<file path="src/include/cu_cfg.svh">
/*
 * Control unit configuration
 * Widths shared by the report and command types
 */
`ifndef CU_CFG_SVH
`define CU_CFG_SVH

// graduation list holds 64 entries
`define CU_GL_IDX_W 6

// four rename checkpoints
`define CU_CHKP_W 2

// instructions retired per cycle
`define CU_RETIRE_W 2

`endif
</file>
<file path="src/rtl/cu_pkg.sv">
/*
 * Control unit types
 * Fetch selects, stage reports and pipeline command vectors
 */
`default_nettype none

`include "cu_cfg.svh"

package cu_pkg;

    // next fetch address choice
    typedef enum logic [1:0] {
        NEXT_PC_SEL_JUMP      = 2'b00,
        NEXT_PC_SEL_KEEP_PC   = 2'b01,
        NEXT_PC_SEL_BP_OR_PC_4 = 2'b10
    } next_pc_sel_e;

    // source of the jump target
    typedef enum logic [1:0] {
        SEL_JUMP_CSR       = 2'b00,
        SEL_JUMP_CSR_RW    = 2'b01,
        SEL_JUMP_EXECUTION = 2'b10,
        SEL_JUMP_DECODE    = 2'b11
    } sel_addr_e;

    typedef struct packed {
        logic valid;
        logic valid_jal;
        logic is_branch;
        logic predicted_as_branch;
        logic stall_csr_fence;
    } id_rpt_t;

    typedef struct packed {
        logic valid;
        logic is_branch;
        logic out_of_checkpoints;
        logic empty_free_list;
        logic full_iq;
    } ir_rpt_t;

    typedef struct packed {
        logic gl_full;
    } rr_rpt_t;

    typedef struct packed {
        logic stall;
    } exe_rpt_t;

    // resolved branch at writeback
    typedef struct packed {
        logic                      valid;
        logic                      correct_pred;
        logic                      checkpoint_done;
        logic [`CU_CHKP_W-1:0]     chkp;
        logic [`CU_GL_IDX_W-1:0]   gl_index;
    } wb_rpt_t;

    typedef struct packed {
        logic                      valid;
        logic                      xcpt;
        logic                      ecall_taken;
        logic                      stall_csr_fence;
        logic                      fence;
        logic                      fence_i;
        logic                      stall_commit;
        logic [`CU_RETIRE_W-1:0]   retire;
        logic [`CU_RETIRE_W-1:0]   regfile_we;
    } commit_rpt_t;

    typedef struct packed {
        logic csr_eret;
        logic csr_exception;
        logic csr_stall;
    } csr_rpt_t;

    typedef struct packed {
        logic stall_if_1;
        logic stall_if_2;
        logic stall_id;
        logic stall_iq;
        logic stall_ir;
        logic stall_rr;
        logic stall_exe;
        logic stall_commit;
    } stall_vec_t;

    typedef struct packed {
        logic flush_if;
        logic flush_id;
        logic flush_ir;
        logic flush_rr;
        logic flush_exe;
        logic kill_exe;
    } flush_vec_t;

    // rename and free list checkpoint commands
    typedef struct packed {
        logic                      do_checkpoint;
        logic                      do_recover;
        logic                      delete_checkpoint;
        logic [`CU_CHKP_W-1:0]     recover_checkpoint;
        logic                      recover_commit;
    } chkp_ctrl_t;

    typedef struct packed {
        logic                      enable_commit;
        logic                      flush_gl_commit;
        logic [`CU_RETIRE_W-1:0]   enable_commit_update;
    } commit_ctrl_t;

endpackage

`default_nettype wire

</file>
<file path="src/rtl/control_unit.sv">
/*
 * Pipeline control unit
 * Joins the trap sequencer with the front-end and back-end control
 */
`timescale 1ns/10ps
`default_nettype none

`include "cu_cfg.svh"

module control_unit
    import cu_pkg::*;
(
    input  wire logic                  clk_i,
    input  wire logic                  rstn_i,
    input  wire id_rpt_t               id_i,
    input  wire ir_rpt_t               ir_i,
    input  wire rr_rpt_t               rr_i,
    input  wire exe_rpt_t              exe_i,
    input  wire wb_rpt_t               wb_i,
    input  wire commit_rpt_t           commit_i,
    input  wire csr_rpt_t              csr_i,
    input  wire logic                  miss_icache_i,
    input  wire logic                  ready_icache_i,
    output stall_vec_t                 stall_o,
    output flush_vec_t                 flush_o,
    output next_pc_sel_e               next_pc_o,
    output sel_addr_e                  sel_addr_o,
    output logic                       invalidate_icache_o,
    output logic                       invalidate_buffer_o,
    output chkp_ctrl_t                 chkp_o,
    output commit_ctrl_t               commit_ctrl_o,
    output logic                       flush_gl_o,
    output logic [`CU_GL_IDX_W-1:0]    flush_gl_index_o
);

    logic       trap_d;
    logic       trap_q;
    logic       csr_redirect_q;
    logic       mispredict;
    stall_vec_t fe_stall;
    stall_vec_t be_stall;
    flush_vec_t fe_flush;
    flush_vec_t be_flush;

    trap_sequencer u_trap_sequencer (
        .clk_i            (clk_i),
        .rstn_i           (rstn_i),
        .commit_i         (commit_i),
        .csr_i            (csr_i),
        .trap_d_o         (trap_d),
        .trap_q_o         (trap_q),
        .csr_redirect_q_o (csr_redirect_q)
    );

    frontend_ctrl u_frontend_ctrl (
        .clk_i               (clk_i),
        .rstn_i              (rstn_i),
        .id_i                (id_i),
        .ir_i                (ir_i),
        .commit_i            (commit_i),
        .csr_i               (csr_i),
        .mispredict_i        (mispredict),
        .trap_q_i            (trap_q),
        .csr_redirect_q_i    (csr_redirect_q),
        .miss_icache_i       (miss_icache_i),
        .ready_icache_i      (ready_icache_i),
        .fe_stall_o          (fe_stall),
        .fe_flush_o          (fe_flush),
        .next_pc_o           (next_pc_o),
        .sel_addr_o          (sel_addr_o),
        .invalidate_icache_o (invalidate_icache_o),
        .invalidate_buffer_o (invalidate_buffer_o)
    );

    backend_ctrl u_backend_ctrl (
        .ir_i             (ir_i),
        .rr_i             (rr_i),
        .exe_i            (exe_i),
        .wb_i             (wb_i),
        .commit_i         (commit_i),
        .csr_i            (csr_i),
        .trap_d_i         (trap_d),
        .trap_q_i         (trap_q),
        .mispredict_o     (mispredict),
        .be_stall_o       (be_stall),
        .be_flush_o       (be_flush),
        .chkp_o           (chkp_o),
        .commit_ctrl_o    (commit_ctrl_o),
        .flush_gl_o       (flush_gl_o),
        .flush_gl_index_o (flush_gl_index_o)
    );

    // fetch side from the front end
    assign stall_o.stall_if_1 = fe_stall.stall_if_1;
    assign stall_o.stall_if_2 = fe_stall.stall_if_2;
    assign stall_o.stall_id   = fe_stall.stall_id;

    // rename onwards from the back end
    assign stall_o.stall_iq     = be_stall.stall_iq;
    assign stall_o.stall_ir     = be_stall.stall_ir;
    assign stall_o.stall_rr     = be_stall.stall_rr;
    assign stall_o.stall_exe    = be_stall.stall_exe;
    assign stall_o.stall_commit = be_stall.stall_commit;

    assign flush_o.flush_if  = fe_flush.flush_if;
    assign flush_o.flush_id  = fe_flush.flush_id;
    assign flush_o.flush_ir  = be_flush.flush_ir;
    assign flush_o.flush_rr  = be_flush.flush_rr;
    assign flush_o.flush_exe = be_flush.flush_exe;
    assign flush_o.kill_exe  = be_flush.kill_exe;

endmodule

`default_nettype wire

</file>
<file path="src/rtl/backend_ctrl.sv">
/*
 * Back-end control
 * Mispredict handling, back-end stalls and flushes, checkpoints and commit
 */
`timescale 1ns/10ps
`default_nettype none

`include "cu_cfg.svh"

module backend_ctrl
    import cu_pkg::*;
(
    input  wire ir_rpt_t               ir_i,
    input  wire rr_rpt_t               rr_i,
    input  wire exe_rpt_t              exe_i,
    input  wire wb_rpt_t               wb_i,
    input  wire commit_rpt_t           commit_i,
    input  wire csr_rpt_t              csr_i,
    input  wire logic                  trap_d_i,
    input  wire logic                  trap_q_i,
    output logic                       mispredict_o,
    output stall_vec_t                 be_stall_o,
    output flush_vec_t                 be_flush_o,
    output chkp_ctrl_t                 chkp_o,
    output commit_ctrl_t               commit_ctrl_o,
    output logic                       flush_gl_o,
    output logic [`CU_GL_IDX_W-1:0]    flush_gl_index_o
);

    logic chkp_resolved;

    // branch resolved wrong at writeback
    assign mispredict_o = wb_i.valid & ~wb_i.correct_pred;

    always_comb begin
        be_flush_o = '0;
        if (trap_q_i) begin
            be_flush_o.flush_ir  = 1'b1;
            be_flush_o.flush_rr  = 1'b1;
            be_flush_o.flush_exe = 1'b1;
        end else if (mispredict_o) begin
            // the resolving branch itself stays in execute
            be_flush_o.flush_ir = 1'b1;
            be_flush_o.flush_rr = 1'b1;
            be_flush_o.kill_exe = 1'b1;
        end else if (rr_i.gl_full & ~exe_i.stall) begin
            be_flush_o.flush_rr = 1'b1;
        end
    end

    always_comb begin
        be_stall_o = '0;
        if (csr_i.csr_stall) begin
            be_stall_o.stall_iq  = 1'b1;
            be_stall_o.stall_ir  = 1'b1;
            be_stall_o.stall_rr  = 1'b1;
            be_stall_o.stall_exe = 1'b1;
        end else if (exe_i.stall | rr_i.gl_full) begin
            be_stall_o.stall_iq = 1'b1;
            be_stall_o.stall_ir = 1'b1;
            be_stall_o.stall_rr = 1'b1;
        end else if (ir_i.empty_free_list | ir_i.out_of_checkpoints) begin
            be_stall_o.stall_iq = 1'b1;
        end
        be_stall_o.stall_commit = commit_i.stall_commit;
    end

    assign chkp_resolved = wb_i.valid & wb_i.checkpoint_done;

    // new checkpoint only when the branch actually advances past rename
    assign chkp_o.do_checkpoint = ir_i.valid & ir_i.is_branch & ~ir_i.out_of_checkpoints &
                                  ~be_flush_o.flush_ir & ~be_stall_o.stall_ir;
    assign chkp_o.do_recover         = chkp_resolved & ~wb_i.correct_pred;
    assign chkp_o.delete_checkpoint  = chkp_resolved & wb_i.correct_pred;
    assign chkp_o.recover_checkpoint = wb_i.chkp;
    assign chkp_o.recover_commit     = trap_q_i;

    // drop younger entries from the graduation list
    assign flush_gl_o       = mispredict_o;
    assign flush_gl_index_o = mispredict_o ? wb_i.gl_index : '0;

    assign commit_ctrl_o.enable_commit   = ~commit_i.stall_commit & ~trap_d_i;
    assign commit_ctrl_o.flush_gl_commit = trap_q_i;

    // a trapping instruction must not update the committed rename state
    assign commit_ctrl_o.enable_commit_update = commit_i.retire & commit_i.regfile_we &
                                                {`CU_RETIRE_W{~trap_d_i}};

endmodule

`default_nettype wire

</file>
<file path="src/rtl/frontend_ctrl.sv">
/*
 * Front-end control
 * Fetch redirect, fetch stalls and flushes, fence tracking, invalidation
 */
`timescale 1ns/10ps
`default_nettype none

module frontend_ctrl
    import cu_pkg::*;
(
    input  wire logic        clk_i,
    input  wire logic        rstn_i,
    input  wire id_rpt_t     id_i,
    input  wire ir_rpt_t     ir_i,
    input  wire commit_rpt_t commit_i,
    input  wire csr_rpt_t    csr_i,
    input  wire logic        mispredict_i,
    input  wire logic        trap_q_i,
    input  wire logic        csr_redirect_q_i,
    input  wire logic        miss_icache_i,
    input  wire logic        ready_icache_i,
    output stall_vec_t       fe_stall_o,
    output flush_vec_t       fe_flush_o,
    output next_pc_sel_e     next_pc_o,
    output sel_addr_e        sel_addr_o,
    output logic             invalidate_icache_o,
    output logic             invalidate_buffer_o
);

    logic fence_in_flight_q;
    logic id_fence;
    logic commit_csr_fence;
    logic commit_fence;
    logic false_pred;
    logic jump;
    logic fence_clear;

    assign id_fence         = id_i.valid & id_i.stall_csr_fence;
    assign commit_csr_fence = commit_i.valid & commit_i.stall_csr_fence;
    assign commit_fence     = commit_i.valid & commit_i.fence;

    // decode saw a branch prediction on something that is not a branch
    assign false_pred = id_i.valid & ~id_i.is_branch & id_i.predicted_as_branch;

    assign jump = mispredict_i | false_pred | id_i.valid_jal |
                  trap_q_i | csr_redirect_q_i;

    // fence leaves the pipeline at commit, on a trap or behind a mispredict
    assign fence_clear = commit_csr_fence | trap_q_i | mispredict_i;

    always_ff @(posedge clk_i or negedge rstn_i) begin
        if (!rstn_i) begin
            fence_in_flight_q <= 1'b0;
        end else if (fence_clear) begin
            fence_in_flight_q <= 1'b0;
        end else if (id_fence) begin
            fence_in_flight_q <= 1'b1;
        end
    end

    // fetch stalls
    always_comb begin
        fe_stall_o = '0;
        if (csr_i.csr_stall | ir_i.full_iq) begin
            fe_stall_o.stall_if_1 = 1'b1;
            fe_stall_o.stall_if_2 = 1'b1;
            fe_stall_o.stall_id   = 1'b1;
        end else if (miss_icache_i) begin
            fe_stall_o.stall_if_1 = 1'b1;
            fe_stall_o.stall_if_2 = 1'b1;
        end else if (commit_csr_fence | ~ready_icache_i) begin
            fe_stall_o.stall_if_1 = 1'b1;
        end
    end

    always_comb begin
        if (jump) begin
            next_pc_o = NEXT_PC_SEL_JUMP;
        end else if (fe_stall_o.stall_if_1 | id_fence | fence_in_flight_q | commit_fence) begin
            next_pc_o = NEXT_PC_SEL_KEEP_PC;
        end else begin
            next_pc_o = NEXT_PC_SEL_BP_OR_PC_4;
        end
    end

    // target source, trap vector first
    always_comb begin
        if (trap_q_i) begin
            sel_addr_o = SEL_JUMP_CSR;
        end else if (csr_redirect_q_i) begin
            sel_addr_o = SEL_JUMP_CSR_RW;
        end else if (mispredict_i) begin
            sel_addr_o = SEL_JUMP_EXECUTION;
        end else begin
            sel_addr_o = SEL_JUMP_DECODE;
        end
    end

    always_comb begin
        fe_flush_o = '0;
        if (trap_q_i | csr_redirect_q_i | mispredict_i) begin
            fe_flush_o.flush_if = 1'b1;
            fe_flush_o.flush_id = 1'b1;
        end else if ((id_fence | fence_in_flight_q | commit_csr_fence |
                      id_i.valid_jal | commit_fence | false_pred) & ~csr_i.csr_stall) begin
            // only the fetch stage holds wrong-path work here
            fe_flush_o.flush_if = 1'b1;
        end
    end

    // fence.i may follow self-modifying code
    assign invalidate_icache_o = commit_i.valid & commit_i.fence_i;

    assign invalidate_buffer_o = commit_i.valid &
                                 (commit_i.fence_i | trap_q_i |
                                  (commit_i.stall_csr_fence & ~commit_i.fence));

endmodule

`default_nettype wire

</file>
<file path="src/rtl/trap_sequencer.sv">
/*
 * Trap sequencer
 * One-cycle trap and CSR redirect pulses, delayed so the CSR file settles
 */
`timescale 1ns/10ps
`default_nettype none

module trap_sequencer
    import cu_pkg::*;
(
    input  wire logic        clk_i,
    input  wire logic        rstn_i,
    input  wire commit_rpt_t commit_i,
    input  wire csr_rpt_t    csr_i,
    output logic             trap_d_o,
    output logic             trap_q_o,
    output logic             csr_redirect_q_o
);

    logic trap_cond;
    logic csr_redirect_d;

    // exception, ecall, eret or CSR exception
    assign trap_cond = (commit_i.valid & commit_i.xcpt) |
                       (commit_i.valid & commit_i.ecall_taken) |
                       csr_i.csr_eret |
                       csr_i.csr_exception;

    // blanked while the pulse is out so it lasts a single cycle
    assign trap_d_o = trap_cond & ~trap_q_o;

    // CSR fence redirect loses to any trap in the same cycle
    assign csr_redirect_d = commit_i.valid & commit_i.stall_csr_fence &
                            ~trap_cond & ~csr_redirect_q_o;

    always_ff @(posedge clk_i or negedge rstn_i) begin
        if (!rstn_i) begin
            trap_q_o         <= 1'b0;
            csr_redirect_q_o <= 1'b0;
        end else begin
            trap_q_o         <= trap_d_o;
            csr_redirect_q_o <= csr_redirect_d;
        end
    end

endmodule

`default_nettype wire

</file>
<file path="config.mk">
export PLATFORM = sky130hd
export DESIGN_NAME = control_unit
export DESIGN_NICKNAME = d
export VERILOG_FILES = /design/src/rtl/cu_pkg.sv /design/src/rtl/control_unit.sv /design/src/rtl/backend_ctrl.sv /design/src/rtl/frontend_ctrl.sv /design/src/rtl/trap_sequencer.sv
export VERILOG_INCLUDE_DIRS = /design/src /design/src/include
export SDC_FILE = /design/constraint.sdc
export NUM_CORES = 1
export LEC_CHECK = 0
export BUFFER_PORTS_ARGS = -buffer_cell sky130_fd_sc_hd__buf_2
export CORE_MARGIN = 3
export CORE_UTILIZATION = 25
export CTS_CLUSTER_DIAMETER = 120
export DETAILED_ROUTE_END_ITERATION = 8
export PLACE_DENSITY = 0.77
export REMOVE_ABC_BUFFERS = 1
export SLEW_MARGIN = 20
export SYNTH_ARGS = -nofsm -noshare
export SYNTH_HDL_FRONTEND = slang
export SYNTH_SLANG_ARGS = --single-unit
export TNS_END_PERCENT = 10
</file>
<file path="constraint.sdc">
create_clock -name clk_i -period 1.3 [get_ports clk_i]
set_input_delay 0.26 -clock clk_i [delete_from_list [all_inputs] [get_ports clk_i]]
set_output_delay 0.26 -clock clk_i [all_outputs]
set_load 0.01 [all_outputs]
</file>
==> out/results.env <==
WORST_SKEW_PAIR.LATE_LATENCY_NS=0.23
WEIGHTED_CONGESTION_AT_THE_END_OF_ROUTABILITY_DRIVEN_GLOBAL_PLACEMENT=0.706
MAIN_SYNTH_FF_TYPE='sky130_fd_sc_hd__dfrtp_1'
DR.FIRST_ITER.DRC_COUNT=2
RELSLEWSLACK_PCT=73.6
SYNTH.TOP_CELL.AREA_SHARE_PCT=17.3
GRT_FIRST_PASS_WIRELENGTH_MM=2.26
FINALCRITICALPERIOD_NS=1.50
FINALSETUPVIOLCOUNT=12
SYNTHESIS.INSTANCES=64
GRT_PASS1_VIAS=637
MIN-DELAY-PATH-CLASS='in -> reg'
SYNTH-WARNING-COUNT=0
SYNTH_AREA_LEADER_CELL='sky130_fd_sc_hd__dfrtp_1'
DETAILROUTE.VIA_COUNT=723
WORST_PIN_SLEW_NS=0.392
SYNTH_TOP_CELLS_BY_COUNT='8 x sky130_fd_sc_hd__and2_1, 8 x sky130_fd_sc_hd__buf_4, 6 x sky130_fd_sc_hd__nor2_1'
CRIT-REG2REG-LAUNCH='u_trap_sequencer.trap_q_o'
TIMING.MAX_CAP.VIOLATIONS=0
STATUS='finished, violations left'
PLACE_WS_NS=-0.167
FIN_UTIL_PCT=57.7
ANTENNA-DIODE-COUNT=0
CELL_AREA_AFTER_PLACEMENT_UM2=831
RSZ0062_AT_GRT='true'
CTS_MADE_BUFFERS=3
WORST_PATH_DOMINANT_CELL_FAMILY='flip-flops'
POST_SYNTH_NUM_CELL_TYPES=26
GRT_OVERFLOW=0
LAYOUT.CELL_AREA.NON_FILLER_UM2=910
TIMING.HOLD.WS_NS=0.283
NUM_CLOCK_SINKS=3
PEAK_VDD_IR_V=0.000467
VIAS_PER_CELL=4.55
CRITPATHLAUNCHTYPE='flop'
POWER.STATIC_LEAKAGE_nW=0.539
MASTER_CELL_OF_THE_CLOCK_ROOT_BUFFER='sky130_fd_sc_hd__clkbuf_4'
HOLD_PATH_DEPTH=4
SYNTH_TOP_CELLS_BY_AREA='sky130_fd_sc_hd__dfrtp_1 17%, sky130_fd_sc_hd__buf_4 14%, sky130_fd_sc_hd__and2_1 12%'
MAX_FREQ_MHz=666
WORST_PATH_MAX_DELAY_CELL='sky130_fd_sc_hd__dfrtp_1'
PLACEMENT.IO_BUFFERS=73
SYNTH-ADDER-AREA-SHARE_PCT=0
DRCVIOLATIONCOUNT=0
SYNTH_XOR_XNOR_AREA_SHARE_PCT=0
DIE_W_UM=47.7
DIE_AREA_UM2=2270
VIOLATIONS='negative setup slack'
GLOBAL_ROUTE.USAGE.TOTAL_PCT=14.2
ASYNC_RESET_FF_SHARE_PCT=100
HPWLAFTERDP_MM=1.49
FINALCLOCKSKEW_NS=0.000519
DRT_TOTAL_WL_MM=1.67
ANTENNA_FOUND_INITIAL=0
TIMING.FINAL.HOLD_VIOLATIONS=0
CRITPATHREQUIREDTIME_NS=1.04
WORST_HOLD_STARTPOINT='commit_i[8]'
FINAL_CRITICAL_PATH_SETUP_SLACK_NS=-0.202
SYNTH-COMPOUND-AREA-SHARE_PCT=12.7
CRITICAL_PATH.STARTPOINT='u_trap_sequencer.trap_q_o'
SYNTH_SEQ_CELLS=3
PATH_BUF_INV=2
CLK_PIN_SLEW_NS=0.03
DETAIL_ROUTE.WL_PER_CELL_UM=10.5
MULTIPLEXER_SHARE_OF_THE_SYNTHESIZED_AREA_PCT=0
DRIVE_ABOVE_1_SHARE_PCT=65.7
ANT_NETS=0
AREAGROWTHSYNTHTOFINISH_PCT=110
CTS_POST_SETUP_BUFFERS_INSERTED=0
DIEHEIGHT_UM=47.7
TRITONCTS='done'
NUM_ROWS=14
DOMINANT_COMBINATIONAL_CELL_FAMILY_BY_AREA_AFTER_SYNTHESIS='simple AND/OR/NAND/NOR gates'
WORSTREG2REGEND='u_frontend_ctrl.fence_in_flight_q'
WHS_ENDPOINT='u_trap_sequencer.csr_redirect_q_o'
CLK_PATH_BUF_DEPTH=2
FIN_CRIT_SH_PCT=116
H-TREE-DEPTH=1
INITIAL_UTILIZATION_PCT=27.5
WORST_SETUP_PATH_END_KIND='output port'
WORST-SETUP-PATH-TYPE='reg -> out'
NUM-NETS-FINAL=185
COUNT_OF_FLIP_FLOPS_WITH_A_BUILT_IN_ENABLE_AFTER_SYNTHESIS=0
YOSYSSEQAREASHARE_PCT=17.3
REPORT.FINAL.SLEW_VIOL_COUNT=0
CORE-AREA_UM2=1580
POST_SYNTH_AND_OR_NAND_NOR_AREA_FRACTION_PCT=51.9
REGTOREGSETUPSLACK_NS=0.22
CRITPATHMAXSTAGEDELAY_NS=0.42
SYN-CELL-AREA_UM2=434
IOS=78
WORST_EP_ARRIVAL_TIME_NS=1.24
CELLPOWERDENSITY_nW_PER_UM2=674
DETAILED_ROUTER_ITERATION_COUNT_BEFORE_ANTENNA_REPAIR=2
R2R.WORST_PATH.CELLS=3
POSTSYNTHAREAPERCELL_UM2=6.78
CRITPATHMAXFANOUT=5
TIMING.CRITICAL_PATH.CELLS='buf_4, o31a_1, buf_2'
LARGEST_NET_DEGREE_AT_THE_START_OF_GLOBAL_ROUTING=9
area by class of cell:
cell class	instances	area (µm²)
multi-input cells	48	323
inverters	4	15.0
repair buffers	84	450
flip-flops and latches	3	75.1
fillers	161	667
clock buffers	4	26.3
well taps	16	20.0
cells by family (layout without fill, tap and decap cells):
logic type | Yosys count | count (layout)
buf+inv | 13 | 92
flops | 3 | 3
compound gates | 9 | 9
simple gates | 39 | 39
layer usage:
layer | vias to the layer above | wire length, µm | GRT usage, %
met5 | - | 0 | 0
met4 | 0 | 24 | 6.45
met3 | 4 | 167 | 4.14
met2 | 42 | 894 | 28.6
met1 | 307 | 586 | 12.5
li1 | 370 | - | -
worst max-delay path by stage:
stage,end,slack (ns),cells after the start
finish,invalidate_buffer_o,-0.20,3
floorplan,chkp_o[5],-0.26,2
detailed placement,stall_o[4],-0.17,4
CTS,next_pc_o[1],-0.23,4
global route,next_pc_o[1],-0.32,4
global placement,stall_o[4],-0.16,4
worst reg2reg max path, cell delays in order (launching register included):
cell and delay [ns]:
sky130_fd_sc_hd__dfrtp_1 0.42, sky130_fd_sc_hd__or2_4 0.27, sky130_fd_sc_hd__buf_4 0.13, sky130_fd_sc_hd__nor3b_1 0.18
per-stage QoR:
step	std cells	setup TNS (ns)	total power, mW
2_1_floorplan	55	-0.433	0.233
4_1_cts	159	-1.72	0.620
3_3_place_gp	154	-0.615	0.420
3_5_place_dp	154	-0.694	0.427
6_report	159	-1.62	0.613
5_1_grt	159	-2.76	0.674
state kept, by name, summed over array words and instances, names as in the netlist:
signal,count
u_trap_sequencer.trap_q_o,1
u_trap_sequencer.csr_redirect_q_o,1
u_frontend_ctrl.fence_in_flight_q,1
cell usage in the layout (no fill, tap or decap), types with 2 or more instances in the layout:
| cell | count |
|---|---|
| sky130_fd_sc_hd__and2_1 | 8 |
| sky130_fd_sc_hd__and3_1 | 2 |
| sky130_fd_sc_hd__buf_2 | 73 |
| sky130_fd_sc_hd__buf_4 | 10 |
| sky130_fd_sc_hd__clkbuf_4 | 3 |
| sky130_fd_sc_hd__dfrtp_1 | 3 |
| sky130_fd_sc_hd__inv_1 | 4 |
| sky130_fd_sc_hd__nand2_1 | 5 |
| sky130_fd_sc_hd__nor2_1 | 6 |
| sky130_fd_sc_hd__nor2b_1 | 3 |
| sky130_fd_sc_hd__nor3_1 | 2 |
| sky130_fd_sc_hd__o21ai_0 | 3 |
where the power goes:
| part | total, mW | internal, mW | switching [mW] |
|---|---|---|---|
| sequential | 0.112 | 0.102 | 0.00982 |
| clock | 0.160 | 0.115 | 0.0455 |
| combinational | 0.341 | 0.180 | 0.161 |
timing repair:
action                                  CTS  global route
hold buffers                              1             0
gates resized for setup                   7             2
endpoints found under the setup margin   13            21
hold endpoints to repair                  3             0
pin swaps                                 4             0
Power figures use the tool's default switching activity.
